==> config.mk <==
export PLATFORM = sky130hd
export DESIGN_NAME = mulUnit
export DESIGN_NICKNAME = d
export VERILOG_FILES = /design/src/common/mulPkg.sv /design/src/design/cmdDecode.sv /design/src/booth/boothCore.sv /design/src/design/accResult.sv /design/src/design/mulUnit.sv
export SDC_FILE = /design/constraint.sdc
export NUM_CORES = 1
export LEC_CHECK = 0
export BUFFER_PORTS_ARGS = -buffer_cell sky130_fd_sc_hd__buf_2
export CAP_MARGIN = 20
export CORE_AREA = 5 5 164 166
export CTS_BUF_LIST = sky130_fd_sc_hd__clkbuf_8
export DETAILED_ROUTE_END_ITERATION = 8
export DIE_AREA = 0 0 169 171
export GPL_ROUTABILITY_DRIVEN = 0
export PLACE_DENSITY = 0.59
export REMOVE_ABC_BUFFERS = 1
export SYNTH_ARGS = -nofsm -noshare
export SYNTH_HDL_FRONTEND = slang
export SYNTH_SLANG_ARGS = --single-unit
==> constraint.sdc <==
create_clock -name clk -period 8.4 [get_ports clk]
set_input_delay 1.68 -clock clk [delete_from_list [all_inputs] [get_ports clk]]
set_output_delay 1.68 -clock clk [all_outputs]
set_load 0.01 [all_outputs]
==> src/common/mulPkg.sv <==
package mulPkg;

    ////////////////////
    // Widths
    ////////////////////

    localparam int opWidth   = 16;                  // Input operand from the command word
    localparam int extWidth  = 17;                  // Operand after sign or zero extension
    localparam int prodWidth = 2 * extWidth;        // Full core product, 34 bits
    localparam int resWidth  = 32;                  // Accumulator and result
    localparam int opcWidth  = 4;                   // Opcode field

    // Core internals
    localparam int mcWidth   = extWidth + 1;        // Multiplicand plus sign guard bit
    localparam int preWidth  = prodWidth + 2;       // Product register with a guard bit at each end

    ////////////////////
    // Booth sequencing
    ////////////////////

    // One shift step per extended operand bit, no run skipping
    localparam int boothSteps = extWidth;
    localparam int cntWidth   = 5;                  // Holds boothSteps

    ////////////////////
    // Opcodes
    ////////////////////

    // Zero and 5..15 are illegal and come back as a command error
    localparam logic [opcWidth-1:0] opMul   = 4'd1; // Signed 16x16
    localparam logic [opcWidth-1:0] opMulU  = 4'd2; // Unsigned 16x16
    localparam logic [opcWidth-1:0] opMac   = 4'd3; // Signed multiply, add into accumulator
    localparam logic [opcWidth-1:0] opLdAcc = 4'd4; // Load accumulator

    ////////////////////
    // Command word
    ////////////////////

    // 36-bit command, opcode always in the top nibble
    //   operand view: multiply, unsigned multiply, accumulate
    //   load view:    load accumulator, 32-bit value below the opcode
    typedef union packed
    {
        struct packed
        {
            logic [opcWidth-1:0] opcode;   // Shared position with ldv.opcode
            logic [opWidth-1:0]  mcand;    // Multiplicand
            logic [opWidth-1:0]  mplier;   // Multiplier
        } opv;

        struct packed
        {
            logic [opcWidth-1:0] opcode;
            logic [resWidth-1:0] ldValue;  // New accumulator contents
        } ldv;
    } cmdWord;

endpackage

==> src/design/cmdDecode.sv <==
`timescale 1ns/1ps

module cmdDecode
(
    input  logic                          clk,
    input  logic                          rstN,
    input  logic                          start,     // One-cycle strobe with cmd
    input  mulPkg::cmdWord                cmd,
    input  logic                          done,      // End of operation from result stage
    output logic                          busy,
    output logic                          mulLd,     // Kick the Booth core
    output logic [mulPkg::extWidth-1:0]   mulA,      // Extended multiplicand
    output logic [mulPkg::extWidth-1:0]   mulB,      // Extended multiplier
    output logic                          accLd,     // Load accumulator pulse
    output logic [mulPkg::resWidth-1:0]   accVal,
    output logic                          badOp,     // Illegal opcode pulse
    output logic [mulPkg::opcWidth-1:0]   opHeld     // Opcode of the running command
);

logic                          accept;      // Start taken on this edge
logic                          isMul;
logic                          isMulU;
logic                          isMac;
logic                          isLdAcc;
logic                          isLegal;
logic                          signExt;     // Sign vs zero extension
logic [mulPkg::extWidth-1:0]   extA;
logic [mulPkg::extWidth-1:0]   extB;

////////////////////
// Opcode decode
////////////////////

// Same opcode bits in both views, operand view used here
always_comb
begin
    isMul   = 1'b0;
    isMulU  = 1'b0;
    isMac   = 1'b0;
    isLdAcc = 1'b0;
    case (cmd.opv.opcode)
        mulPkg::opMul:   isMul   = 1'b1;
        mulPkg::opMulU:  isMulU  = 1'b1;
        mulPkg::opMac:   isMac   = 1'b1;
        mulPkg::opLdAcc: isLdAcc = 1'b1;
        default:         ;                  // Flags stay clear
    endcase
    isLegal = isMul | isMulU | isMac | isLdAcc;
end

// Idle, or finishing right now, so back-to-back commands lose no cycle
assign accept  = start & (~busy | done);

// Unsigned multiply pads with zero, everything else copies the sign
assign signExt = isMul | isMac;
assign extA    = {signExt & cmd.opv.mcand[mulPkg::opWidth-1], cmd.opv.mcand};
assign extB    = {signExt & cmd.opv.mplier[mulPkg::opWidth-1], cmd.opv.mplier};

////////////////////
// Control
////////////////////

always_ff @(posedge clk)
begin
    if (!rstN)
    begin
        busy   <= 1'b0;
        mulLd  <= 1'b0;
        accLd  <= 1'b0;
        badOp  <= 1'b0;
        opHeld <= '0;
    end
    else
    begin
        // Exactly one of these per accepted start
        mulLd <= accept & (isMul | isMulU | isMac);
        accLd <= accept & isLdAcc;
        badOp <= accept & ~isLegal;

        if (accept)
            busy <= 1'b1;
        else if (done)
            busy <= 1'b0;                   // Drops on the done edge

        if (accept)
            opHeld <= cmd.opv.opcode;       // Held for the result stage
    end
end

// Operand and load payload, only meaningful with its pulse
always_ff @(posedge clk)
begin
    if (accept)
    begin
        mulA   <= extA;
        mulB   <= extB;
        accVal <= cmd.ldv.ldValue;          // Load view of the same word
    end
end

endmodule

==> src/booth/boothCore.sv <==
`timescale 1ns/1ps

module boothCore
(
    input  logic                          clk,
    input  logic                          rstN,
    input  logic                          ld,          // Load operands and start
    input  logic [mulPkg::extWidth-1:0]   m,           // Multiplicand
    input  logic [mulPkg::extWidth-1:0]   r,           // Multiplier
    output logic                          prodValid,   // One cycle after the last step
    output logic [mulPkg::prodWidth-1:0]  prod         // m * r, signed
);

logic [mulPkg::cntWidth-1:0]  cnt;          // Steps left, zero when idle
logic [mulPkg::mcWidth-1:0]   mReg;         // Multiplicand with sign guard
logic [mulPkg::preWidth-1:0]  prodReg;      // Upper half, multiplier, low guard bit
logic [mulPkg::mcWidth-1:0]   upper;        // Current upper half of prodReg
logic [mulPkg::mcWidth-1:0]   sum;          // Upper half after add/sub
logic                         lastStep;

assign upper    = prodReg[mulPkg::preWidth-1 -: mulPkg::mcWidth];
assign lastStep = (cnt == mulPkg::cntWidth'(1));

////////////////////
// Step counter
////////////////////

always_ff @(posedge clk)
begin
    if (!rstN)
        cnt <= '0;
    else if (ld)
        cnt <= mulPkg::cntWidth'(mulPkg::boothSteps);   // A new load restarts
    else if (|cnt)
        cnt <= cnt - 1'b1;
end

// Guard bit keeps the most negative multiplicand from flipping sign on subtract
always_ff @(posedge clk)
begin
    if (ld)
        mReg <= {m[mulPkg::extWidth-1], m};
end

////////////////////
// Booth step
////////////////////

// Recode on the pair {current bit, previous bit}
always_comb
begin
    case (prodReg[1:0])
        2'b01:   sum = upper + mReg;        // End of a run of ones
        2'b10:   sum = upper - mReg;        // Start of a run of ones
        default: sum = upper;               // Inside a run, nothing to add
    endcase
end

// Arithmetic shift right by one per step
always_ff @(posedge clk)
begin
    if (ld)
        prodReg <= {{mulPkg::mcWidth{1'b0}}, r, 1'b0};
    else if (|cnt)
        prodReg <= {sum[mulPkg::mcWidth-1], sum, prodReg[mulPkg::extWidth:1]};
end

////////////////////
// Output
////////////////////

// Final shift taken straight from sum, both guard bits dropped
always_ff @(posedge clk)
begin
    if (lastStep)
        prod <= {sum, prodReg[mulPkg::extWidth:2]};
end

always_ff @(posedge clk)
begin
    if (!rstN)
        prodValid <= 1'b0;
    else
        prodValid <= lastStep;              // Lines up with prod
end

endmodule

==> src/design/accResult.sv <==
`timescale 1ns/1ps

module accResult
(
    input  logic                          clk,
    input  logic                          rstN,
    input  logic                          prodValid,   // Core product ready
    input  logic [mulPkg::prodWidth-1:0]  prod,
    input  logic                          accLd,       // Load accumulator command
    input  logic [mulPkg::resWidth-1:0]   accVal,
    input  logic                          badOp,       // Illegal opcode
    input  logic [mulPkg::opcWidth-1:0]   opHeld,      // Which multiply is running
    output logic                          done,
    output logic                          cmdErr,
    output logic [mulPkg::resWidth-1:0]   result,
    output logic                          accOvf       // Sticky signed overflow
);

logic [mulPkg::resWidth-1:0]  acc;          // Running accumulator, wraps
logic [mulPkg::resWidth-1:0]  prodLow;      // Low product bits, signed 16x16 fits
logic [mulPkg::resWidth-1:0]  accSum;
logic                         isMac;
logic                         sumOvf;

assign prodLow = prod[mulPkg::resWidth-1:0];
assign isMac   = (opHeld == mulPkg::opMac);
assign accSum  = acc + prodLow;

// Same input signs, different result sign
assign sumOvf  = (acc[mulPkg::resWidth-1] == prodLow[mulPkg::resWidth-1]) &&
                 (accSum[mulPkg::resWidth-1] != acc[mulPkg::resWidth-1]);

////////////////////
// Status pulses
////////////////////

always_ff @(posedge clk)
begin
    if (!rstN)
    begin
        done   <= 1'b0;
        cmdErr <= 1'b0;
    end
    else
    begin
        done   <= prodValid | accLd | badOp;    // One cycle after any ending event
        cmdErr <= badOp;                        // Only ever alongside done
    end
end

////////////////////
// Accumulator and result
////////////////////

// Bad opcode falls through, result and acc unchanged
always_ff @(posedge clk)
begin
    if (!rstN)
    begin
        acc    <= '0;
        result <= '0;
        accOvf <= 1'b0;
    end
    else if (accLd)
    begin
        acc    <= accVal;
        result <= accVal;                       // Echo the loaded value
    end
    else if (prodValid)
    begin
        if (isMac)
        begin
            acc    <= accSum;
            result <= accSum;
            if (sumOvf)
                accOvf <= 1'b1;                 // Held until reset
        end
        else
        begin
            result <= prodLow;                  // Plain multiply, acc untouched
        end
    end
end

endmodule

==> src/design/mulUnit.sv <==
`timescale 1ns/1ps

module mulUnit
(
    input  logic                          clk,
    input  logic                          rstN,
    input  logic                          start,
    input  mulPkg::cmdWord                cmd,
    output logic                          busy,
    output logic                          done,
    output logic                          cmdErr,
    output logic [mulPkg::resWidth-1:0]   result,
    output logic                          accOvf
);

// Decoder to core
logic                          mulLd;
logic [mulPkg::extWidth-1:0]   mulA;
logic [mulPkg::extWidth-1:0]   mulB;

// Decoder to result stage
logic [mulPkg::opcWidth-1:0]   opHeld;
logic                          accLd;
logic [mulPkg::resWidth-1:0]   accVal;
logic                          badOp;

// Core to result stage
logic                          prodValid;
logic [mulPkg::prodWidth-1:0]  prod;

////////////////////
// Decode
////////////////////

cmdDecode uDecode
(
    .clk    (clk),
    .rstN   (rstN),
    .start  (start),
    .cmd    (cmd),
    .done   (done),         // Frees busy
    .busy   (busy),
    .mulLd  (mulLd),
    .mulA   (mulA),
    .mulB   (mulB),
    .accLd  (accLd),
    .accVal (accVal),
    .badOp  (badOp),
    .opHeld (opHeld)
);

////////////////////
// Execute
////////////////////

boothCore uBooth
(
    .clk       (clk),
    .rstN      (rstN),
    .ld        (mulLd),
    .m         (mulA),
    .r         (mulB),
    .prodValid (prodValid),
    .prod      (prod)
);

// Result
accResult uResult
(
    .clk       (clk),
    .rstN      (rstN),
    .prodValid (prodValid),
    .prod      (prod),
    .accLd     (accLd),
    .accVal    (accVal),
    .badOp     (badOp),
    .opHeld    (opHeld),
    .done      (done),
    .cmdErr    (cmdErr),
    .result    (result),
    .accOvf    (accOvf)
);

endmodule

Word level (Yosys, flattened, before mapping)
Cells that the tools add are included.

storage, ports and cells
  register bits after elaboration = 231
  input bits = 39
  output and inout port bits = 36
  logic and storage cells = 77

cells by class
  $add $sub $neg = 4
  equal/unequal tests = 10
  mux-type cells = 17
  bitwise operators = 17
  reduce and logical (&&, ||, !) cells = 9

operator list
  cell                                                  count
  2-to-1 mux 32 bit                                     6
  2-to-1 mux 18 bit                                     2
  one-hot mux 18 bit (2 select lines)                   1
  adder 32 bit                                          1
  adder 17 x 17 -> 18 bit                               1
  subtractor 17 x 17 -> 18 bit                          1
  equality test 4 x 2 -> 1 bit (second input constant)  3
  2-to-1 mux 5 bit                                      2
  nonzero test 2 bit                                    4
  OR 1 bit                                              7
  AND 1 bit                                             6
  2-to-1 mux 1 bit                                      6
  equality test 5 x 1 -> 1 bit (second input constant)  1
  OR reduction 5 bit                                    1
  subtractor 5 x 1 -> 5 bit (second input constant)     1
  equality test 4 x 1 -> 1 bit (second input constant)  1
  equality test 4 x 3 -> 1 bit (second input constant)  1
  NOT 1 bit                                             4
  AND reduction 4 bit                                   1
  equality test 2 x 1 -> 1 bit (second input constant)  1
  equality test 2 bit (second input constant)           1
  AND reduction 2 bit                                   1
  OR reduction 2 bit                                    1
  equality test 1 bit                                   1
  other kinds (2)                                       2

Longest topological paths before layout
Gate-level depths: netlist (run 1).

  depth in word-level cells = 7
  depth in mapped cells = 18
  depth with buffers taken out = 18

Modules after synthesis
A second synthesis (run 1) with hierarchy kept.

unflattened totals
  cell total of the unflattened synthesis = 1182
  area, all modules = 11034.3 um2

by module, submodules not included
  module     instances  cells each  area an instance (um2)  seq. area each (um2)
  accResult  1          626         4742.0                  1341.3
  boothCore  1          455         4702.0                  2522.4
  cmdDecode  1          101         1590.3                  1181.1

Least setup slack after synthesis (run 1)
Ideal clock, no wire load.

  kind = reg-to-reg
  from = reg uBooth.prodReg[0] (netlist bit)
  to = reg uBooth.prod[30] (netlist bit), data pin
  setup time = 0.266 ns
  arrival time = 3.338 ns
  data required time = 8.134 ns
  slack = 4.796 ns
  stages on the path, launching flop included = 16
  path buffers = 2
  period minus slack after synthesis = 3.604 ns
  cell sequence = dfxtp_1 > inv_1 > ha_1 > clkbuf_1 > clkbuf_1 > mux2i_1 > fa_1 > a211oi_1 > o21bai_1 > a211o_1 > a2111oi_2 > nor3_1 > and3_1 > a211o_1 > xnor2_2 > o21ai_1

on the way
  cells in the longest elaborated chain, start to end = 2
  elaborated cells on any way between the ends = 3
  those cells by class = eq/ne (2); mux (1)

ends and longest elaborated chain
  what                                                                        line             RTL
  from (decl)                                                                 boothCore.sv:16  logic [mulPkg::preWidth-1:0] prodReg;
  from (signal assigned)                                                      boothCore.sv:63  prodReg <= {{mulPkg::mcWidth{1'b0}}, r, 1'b0};
  from (signal assigned)                                                      boothCore.sv:65  prodReg <= {sum[mulPkg::mcWidth-1], sum, prodReg[mulPkg::extWidth:1]};
  equality test 2 bit / equality test 2 x 1 -> 1 bit (equally long branches)  boothCore.sv:52  case (prodReg[1:0])
  one-hot mux 18 bit (2 select lines) *                                       boothCore.sv:52
  via uBooth.sum (one bit)                                                    boothCore.sv:18  logic [mulPkg::mcWidth-1:0] sum;
  to (signal assigned)                                                        boothCore.sv:76  prod <= {sum, prodReg[mulPkg::extWidth:2]};
  to (decl)                                                                   boothCore.sv:11  output logic [mulPkg::prodWidth-1:0] prod

The timed path passes the listed nets; every way through them passes the cells marked *.
A chain may end at the register's enable or synchronous reset.

Final worst setup path (run 1)
  from = reg uBooth.prodReg[1] (netlist bit)
  to = reg uBooth.prod[30] (netlist bit), data pin

The elaborated chain is that of the path after synthesis.

==> qor.yml, run 1 <==
floorplanning:
  rows: 59
  die-width_um: 169
  fp.dieArea_um2: 28900
  start_util_pct: 41.6
  ios: 75
  core_um2: 25500
  die_h_um: 171
power:
  p_sw_mw: 1.55
  power.density_nw_per_um2: 325
  p_sw_share_pct: 40.7
  p_comb_share_pct: 44.0
  total_power_mw: 3.80
  p_int_mw: 2.25
  pwr-share-clk_pct: 16.5
  ir_drop_uv: 182
  p_leak_nw: 4.64
  power_frac_seq_pct: 39.5
outcome:
  status: "finished clean"
min_path:
  hold_end: "uBooth.prod[6]"
  min_path_type: "flop to flop"
  hp-start: "uBooth.prodReg[8]"
  holdPathStages: 0
setup_path:
  crit_path_frequent_cell: "a211o_1"
  startpoint_type: "flop"
  r2r-end: "uBooth.prod[30]"
  worstPathArrival_ps: 4140
  cp-end-kind: "flop"
  crit_required_ps: 8630
  max_stage_delay_ps: 590
  cp_slowest_cell: "ha_1"
  critPathKind: "flop to flop"
  path_cells: "ha_1, mux2i_1, fa_1, a211oi_1, o21bai_1, a211o_1, a2111oi_2, nor3_1, and3_1, a211o_1, xnor2_2, o21ai_1"
  worstPathMaxFanout: 18
  r2r-start: "uBooth.prodReg[1]"
  r2r_slack_ps: 4490
  r2r_cells: 12
synth:
  netlist_top_cells_area: "edfxtp_1, dfxtp_1, ha_1"
  yosysUniqueCellTypes: 79
  synth_area_um2: 10600
  ys_seq_area_share_pct: 47.0
  ys_seq_elements: 199
  synth_flop_cell: "edfxtp_1"
  yosysTopAreaCell: "edfxtp_1"
  synth-edff-count: 100
  netlist.area_leader.share_pct: 28.3
  syn_area_per_cell_um2: 9.46
  synthCells: 1120
  ys_warn_count: 0
  synth_async_sr_flop_share_pct: 0
timing:
  hold_viol: 0
  max_freq_mhz: 256
  layout_setup_ws_ps: 4490
  final-setup-viol-count: 0
  finClkSkew_ps: 19.0
  worstMarginPinSlew_ps: 924
  period_minus_slack_ps: 3910
  rsz0062_at_grt: "false"
  fin_crit_sh_pct: 46.6
  tns_ps: 0
  drv_slew: 0
  relSlewSlack_pct: 38.3
route:
  drc: 0
  dr.pass1.iters: 6
  drt_iter0_markers: 575
  wl_per_cell_um: 17.8
  antenna_left: 0
  vias: 8263
  routed_wl_um: 27000
  via_per_inst: 5.46
clock_tree:
  clk_latency_ps: 480
  path_clk_slew_ps: 110
  cts_tree: "built"
  cts-resized-gates: 0
  cts_sinks: 199
  cts_hold_buf: 0
  cts_root_buf: "clkbuf_8"
  cts_setup_buffers: 0
  htreeDepth: 4
  cts-buffers-inserted: 17
  clockBufferDepth: 2
place:
  buffer_ports.inserted: 74
  post-place-ws_ps: 4530
  dp_hpwl_um: 18400
global_routing:
  grt_pass1_wl_um: 42800
  grt.total_usage_pct: 18.7
  grt_pass1_vias: 7931
  grt_start_max_net_pins: 73
  antenna_found_initial: 0
  grt_overflow_total: 0
layout:
  fillerInstances: 2463
  drive_above_1_share_pct: 12.5
  layout_commonest_cell: "nand2_1"
  antenna_cells: 0
  fin_nets: 1259
  final_cell_mix: "nand2_1, nor2_1, edfxtp_1, dfxtp_1, a21oi_1"
  area_growth_pct: 10.1
flow_run:
  cap_violations: 0
## worst max-delay path, delay by kind of cell, from the launching register on
| kind | cells | cell delay [ps] |
|---|---|---|
| AOI/OAI and AO/OA | 6 | 1410 |
| adders and majority gates | 2 | 1100 |
| DFF | 1 | 370 |
| and+or+nand+nor | 2 | 360 |
| muxes | 1 | 260 |
| xor gates and xnor gates | 1 | 160 |
## Yosys cell counts, drive strengths merged (11+ instances only)
cell,instances
a211oi,19
a21o,26
a21oi,86
a311oi,11
and2,21
clkbuf,51
dfxtp,99
edfxtp,100
ha,53
inv,25
mux2i,20
nand2,149
nand3,20
nor2,107
nor2b,15
nor3,29
o211ai,17
o21ai,79
o21bai,11
xnor2,38
xor2,20
## logic make-up after synthesis
| family | share of synthesized area, % |
|---|---|
| flops | 47.0 |
| xor+xnor | 4.86 |
| simple gates | 16.8 |
| buf+inv | 3.07 |
| mux | 2.24 |
| compound gates | 19.3 |
| fa+ha+maj | 6.63 |
## flip-flops by register name, indices dropped and copies added, names as in the netlist
register / count
uBooth.mReg: 17
uResult.acc: 32
uResult.result: 32
uDecode.accVal: 31
uBooth.prodValid: 1
uDecode.mulA: 2
uBooth.cnt: 5
uResult.done: 1
uDecode.mulB: 1
uDecode.mulLd: 1
uResult.cmdErr: 1
uBooth.prod: 32
uBooth.prodReg: 35
uResult.accOvf: 1
uDecode.busy: 1
uDecode.accLd: 1
uDecode.opHeld: 4
uDecode.badOp: 1
## cell type report
| type | instances | area [um^2] | share of cell area [%] |
|---|---|---|---|
| clock inverters | 15 | 161 | 1.38 |
| well taps | 335 | 419 | 3.59 |
| inverters | 25 | 93.8 | 0.804 |
| multi-input cells | 835 | 5290 | 45.4 |
| flip-flops and latches | 199 | 4990 | 42.7 |
| repair buffers | 87 | 480 | 4.12 |
| clock buffers | 17 | 234 | 2.00 |
## worst max-delay path by stage
stage | start | to | slack, ps | cells past startpoint
after CTS | uBooth.prodReg[1] | uBooth.prod[30] | 4490 | 12
after floorplan | uBooth.mReg[2] | uBooth.prod[30] | 4930 | 15
final | uBooth.prodReg[1] | uBooth.prod[30] | 4490 | 12
after detailed placement | uBooth.prodReg[1] | uBooth.prod[30] | 4530 | 12
after global routing | uBooth.prodReg[1] | uBooth.prod[30] | 4210 | 12
after global placement | uBooth.prodReg[0] | uBooth.prod[30] | 4610 | 13
## stage by stage
stage / hold slack (ps) / instances / utilization [%] / cell area, um^2
global route: 472 / 1513 / 45.8 / 11700
global placement: 429 / 1480 / 44.2 / 11300
detailed placement: 437 / 1480 / 44.2 / 11300
floorplan: 400 / 1059 / - / 10400
CTS: 463 / 1512 / 45.7 / 11700
finish: 463 / 1513 / 45.8 / 11700
## power by group through the flow
stage	registers (mW)	logic (mW)	clock network (mW)
2_1_floorplan	1.49	1.24	0
3_3_place_gp	1.52	1.64	0
3_5_place_dp	1.52	1.66	0
4_1_cts	1.50	1.67	0.650
5_1_grt	1.52	1.89	0.688
6_report	1.50	1.67	0.628
## per-layer routing
metal / routed length [um] / track usage, % / vias up / part of all wire, %
li1: - / - / 4140 / -
met1: 13400 / 26.7 / 3907 / 50
met2: 12000 / 29.8 / 188 / 45
met3: 1110 / 2.96 / 28 / 4.1
met4: 430 / 5.04 / 0 / 1.6
met5: 0 / 0 / - / 0
Note: power is estimated with default switching activity, not from simulation.
==> run 2, diff against run 1 <==
Settings changed: ABC_AREA set to 1, CORE_AREA 5 5 164 166 to 5 5 170 172, DIE_AREA 0 0 169 171 to 0 0 175 177.
Clock period 8.4 ns to 3.6 ns, I/O delays scaled along.
==> run 2 against run 1 <==
Compared with the run above:
- utilization rose by 0.44 points
- first-iteration DRC count increased by 41%
- die area grew 7.2%
- sequential cell count is the same
- synthesized area grew 8.5%
- clock-buffer cell count did not move
- combinational power increased to 2.6 times the previous value
- sequential power increased by 130%
- clock power rose by 150%
- register-to-register slack got worse by 3900 ps
- critical path type unchanged
- critical endpoint is now uBooth.prodReg[34]
- largest power group unchanged
==> qor.yml, run 2 <==
setup_path:
  cp-end-kind: "flop"
  crit_required_ps: 4010
  worstPathArrival_ps: 3430
  critPathKind: "flop to flop"
  r2r_cells: 15
  cp_slowest_cell: "ha_1"
  startpoint: "uBooth.prodReg[1]"
  r2r-end: "uBooth.prodReg[34]"
  r2r-start: "uBooth.prodReg[1]"
  max_stage_delay_ps: 390
  path_cells: "ha_1, clkinv_1, nand2_1, o21ai_0, xor2_1, ha_1, nand2_1, nor2_1, nor2b_1, nand4_1, nand3_1, nand2_1, nand3_1, and2_1, nor2_1"
  crit_family: "simple AND/OR/NAND/NOR gates"
  startpoint_type: "flop"
  crit_buf_inv: 1
  worstPathMaxFanout: 10
  r2r_slack_ps: 580
  crit_path_frequent_cell: "nand2_1"
timing:
  final-setup-viol-count: 0
  finClkSkew_ps: 17.0
  drv_slew: 0
  worstMarginPinSlew_ps: 819
  tns_ps: 0
  hold_viol: 0
  period_minus_slack_ps: 3020
  layout_setup_ws_ps: 579
  fin_crit_sh_pct: 83.9
  rsz0062_at_grt: "false"
  max_freq_mhz: 331
  relSlewSlack_pct: 45.3
clock_tree:
  cts_root_buf: "clkbuf_8"
  cts_tree: "built"
  clk_latency_ps: 490
  htreeDepth: 4
  cts_setup_buffers: 0
  path_clk_slew_ps: 120
  cts_sinks: 199
  cts-resized-gates: 0
  cts-buffers-inserted: 17
  clockBufferDepth: 2
  cts_hold_buf: 0
min_path:
  holdPathStages: 1
  hp-start: "cmd[2]"
  hold_end: "uDecode.accVal[2]"
  min_path_type: "input pin to flop"
global_routing:
  grt_pass1_wl_um: 52600
  grt_start_max_net_pins: 48
  grt_overflow_total: 0
  antenna_found_initial: 0
  grt.total_usage_pct: 21.5
  grt_pass1_vias: 10000
route:
  wl_met1_um: 14900
  route.met2.wl_um: 14900
  routed_wl_um: 32400
  antenna_left: 0
  dr.pass1.iters: 5
  highest-signal-layer: "met4"
  routed-wl-met3_um: 1860
  vias: 9978
  drc: 0
  drt_iter0_markers: 810
  via_per_inst: 5.14
  wl_per_cell_um: 16.7
floorplanning:
  rows: 61
  fp.dieArea_um2: 31000
  start_util_pct: 42.1
  die_h_um: 177
  die-width_um: 175
  core_um2: 27300
  ios: 75
synth:
  netlist_top_cells_area: "edfxtp_1, dfxtp_1, nand2_1"
  netlist.area_leader.share_pct: 26.1
  synth_area_um2: 11500
  synth_commonest_cells: "nand2_1, inv_1, nor2_1, edfxtp_1, dfxtp_1"
  syn_area_per_cell_um2: 7.59
  synth_async_sr_flop_share_pct: 0
  synth_most_common_cell: "nand2_1"
  synthCells: 1516
  ys_seq_area_share_pct: 43.3
  ys_warn_count: 0
  ys_seq_elements: 199
  yosysUniqueCellTypes: 50
  yosysTopAreaCell: "edfxtp_1"
  synth-edff-count: 100
  synth_flop_cell: "edfxtp_1"
power:
  p_leak_nw: 6.15
  p_comb_share_pct: 46.0
  power.density_nw_per_um2: 733
  pwr-share-clk_pct: 16.6
  p_int_mw: 5.15
  total_power_mw: 9.27
  power_frac_seq_pct: 37.4
  p_sw_mw: 4.12
  p_sw_share_pct: 44.4
  ir_drop_uv: 476
layout:
  antenna_cells: 0
  layout_commonest_cell: "nand2_1"
  largest-register: "uBooth.prodReg"
  drive_above_1_share_pct: 11.7
  design_area_um2: 12600
  area_growth_pct: 9.91
  fin_nets: 1676
  largest_reg_flops: 35
  final_cell_mix: "nand2_1, inv_1, nor2_1, edfxtp_1, dfxtp_1"
  postLayoutCoreUtil_pct: 46.3
place:
  post-place-ws_ps: 614
  dp_hpwl_um: 23600
  placed_area_um2: 12200
  buffer_ports.inserted: 74
flow_run:
  cap_violations: 0
outcome:
  status: "finished clean"
-- run 2: changes by cell type after synthesis, moves of 29 or more --
| cell | before | now |
|---|---|---|
| nand2_1 | 148 | 426 |
| inv_1 | 25 | 203 |
| nand3_1 | 20 | 76 |
| nor2_1 | 107 | 138 |
| clkbuf_1 | 51 | 21 |
| xnor2_1 | 37 | 8 |
-- run 2: metrics by stage --
step	hold WS, ps	cells
final	388	1941
after global routing	353	1941
after CTS	350	1941
after detailed placement	422	1909
after global placement	407	1909
after floorplan	400	1475
-- run 2: worst register-to-register path, cell delays in order, from the launching register on --
cell and delay, ps:
edfxtp_1 370, ha_1 390, clkinv_1 340, nand2_1 200
o21ai_0 140, xor2_1 180, ha_1 360, nand2_1 110
nor2_1 180, nor2b_1 190, nand4_1 100, nand3_1 80
nand2_1 70, nand3_1 80, and2_1 130, nor2_1 40
-- run 2: area by class of cell --
class | count | area, um^2
clock buffers | 17 | 234
clock inverters | 15 | 180
fillers | 2788 | 14700
inverters | 215 | 807
multi-input cells | 1061 | 5520
flip-flops and latches | 199 | 4990
well taps | 346 | 433
repair buffers | 88 | 475
-- run 2: how the worst max path moves through the flow --
stage / endpoint / slack, ps / cells past startpoint
3_3_place_gp: uBooth.prod[28] / 670 / 14
3_5_place_dp: uBooth.prodReg[34] / 610 / 15
2_1_floorplan: uResult.acc[1] / 390 / 5
4_1_cts: uBooth.prodReg[34] / 600 / 15
5_1_grt: uBooth.prodReg[34] / 260 / 16
6_report: uBooth.prodReg[34] / 580 / 15
-- run 2: logic make-up after synthesis --
logic type | Yosys count | share of synthesized area, %
buffers and inverters | 256 | 8.67
AND/OR/NAND/NOR | 712 | 25.9
flip-flops | 199 | 43.3
AO/OA/AOI/OAI | 261 | 13.4
XOR/XNOR | 33 | 2.58
adder cells (fa/ha/maj) | 55 | 6.11
-- run 2: metal layers --
| metal | vias to the layer above | global-route usage, % |
|---|---|---|
| li1 | 5066 | - |
| met3 | 57 | 3.48 |
| met1 | 4587 | 28.8 |
| met5 | - | 0 |
| met2 | 268 | 36.0 |
| met4 | 0 | 6.68 |
-- run 2: power groups by stage --
stage	clock network, mW	registers [mW]	logic, mW
3_3_place_gp	0	3.51	4.17
4_1_cts	1.58	3.46	4.25
3_5_place_dp	0	3.51	4.22
5_1_grt	1.68	3.52	4.84
6_report	1.54	3.47	4.26
2_1_floorplan	0	3.39	3.08
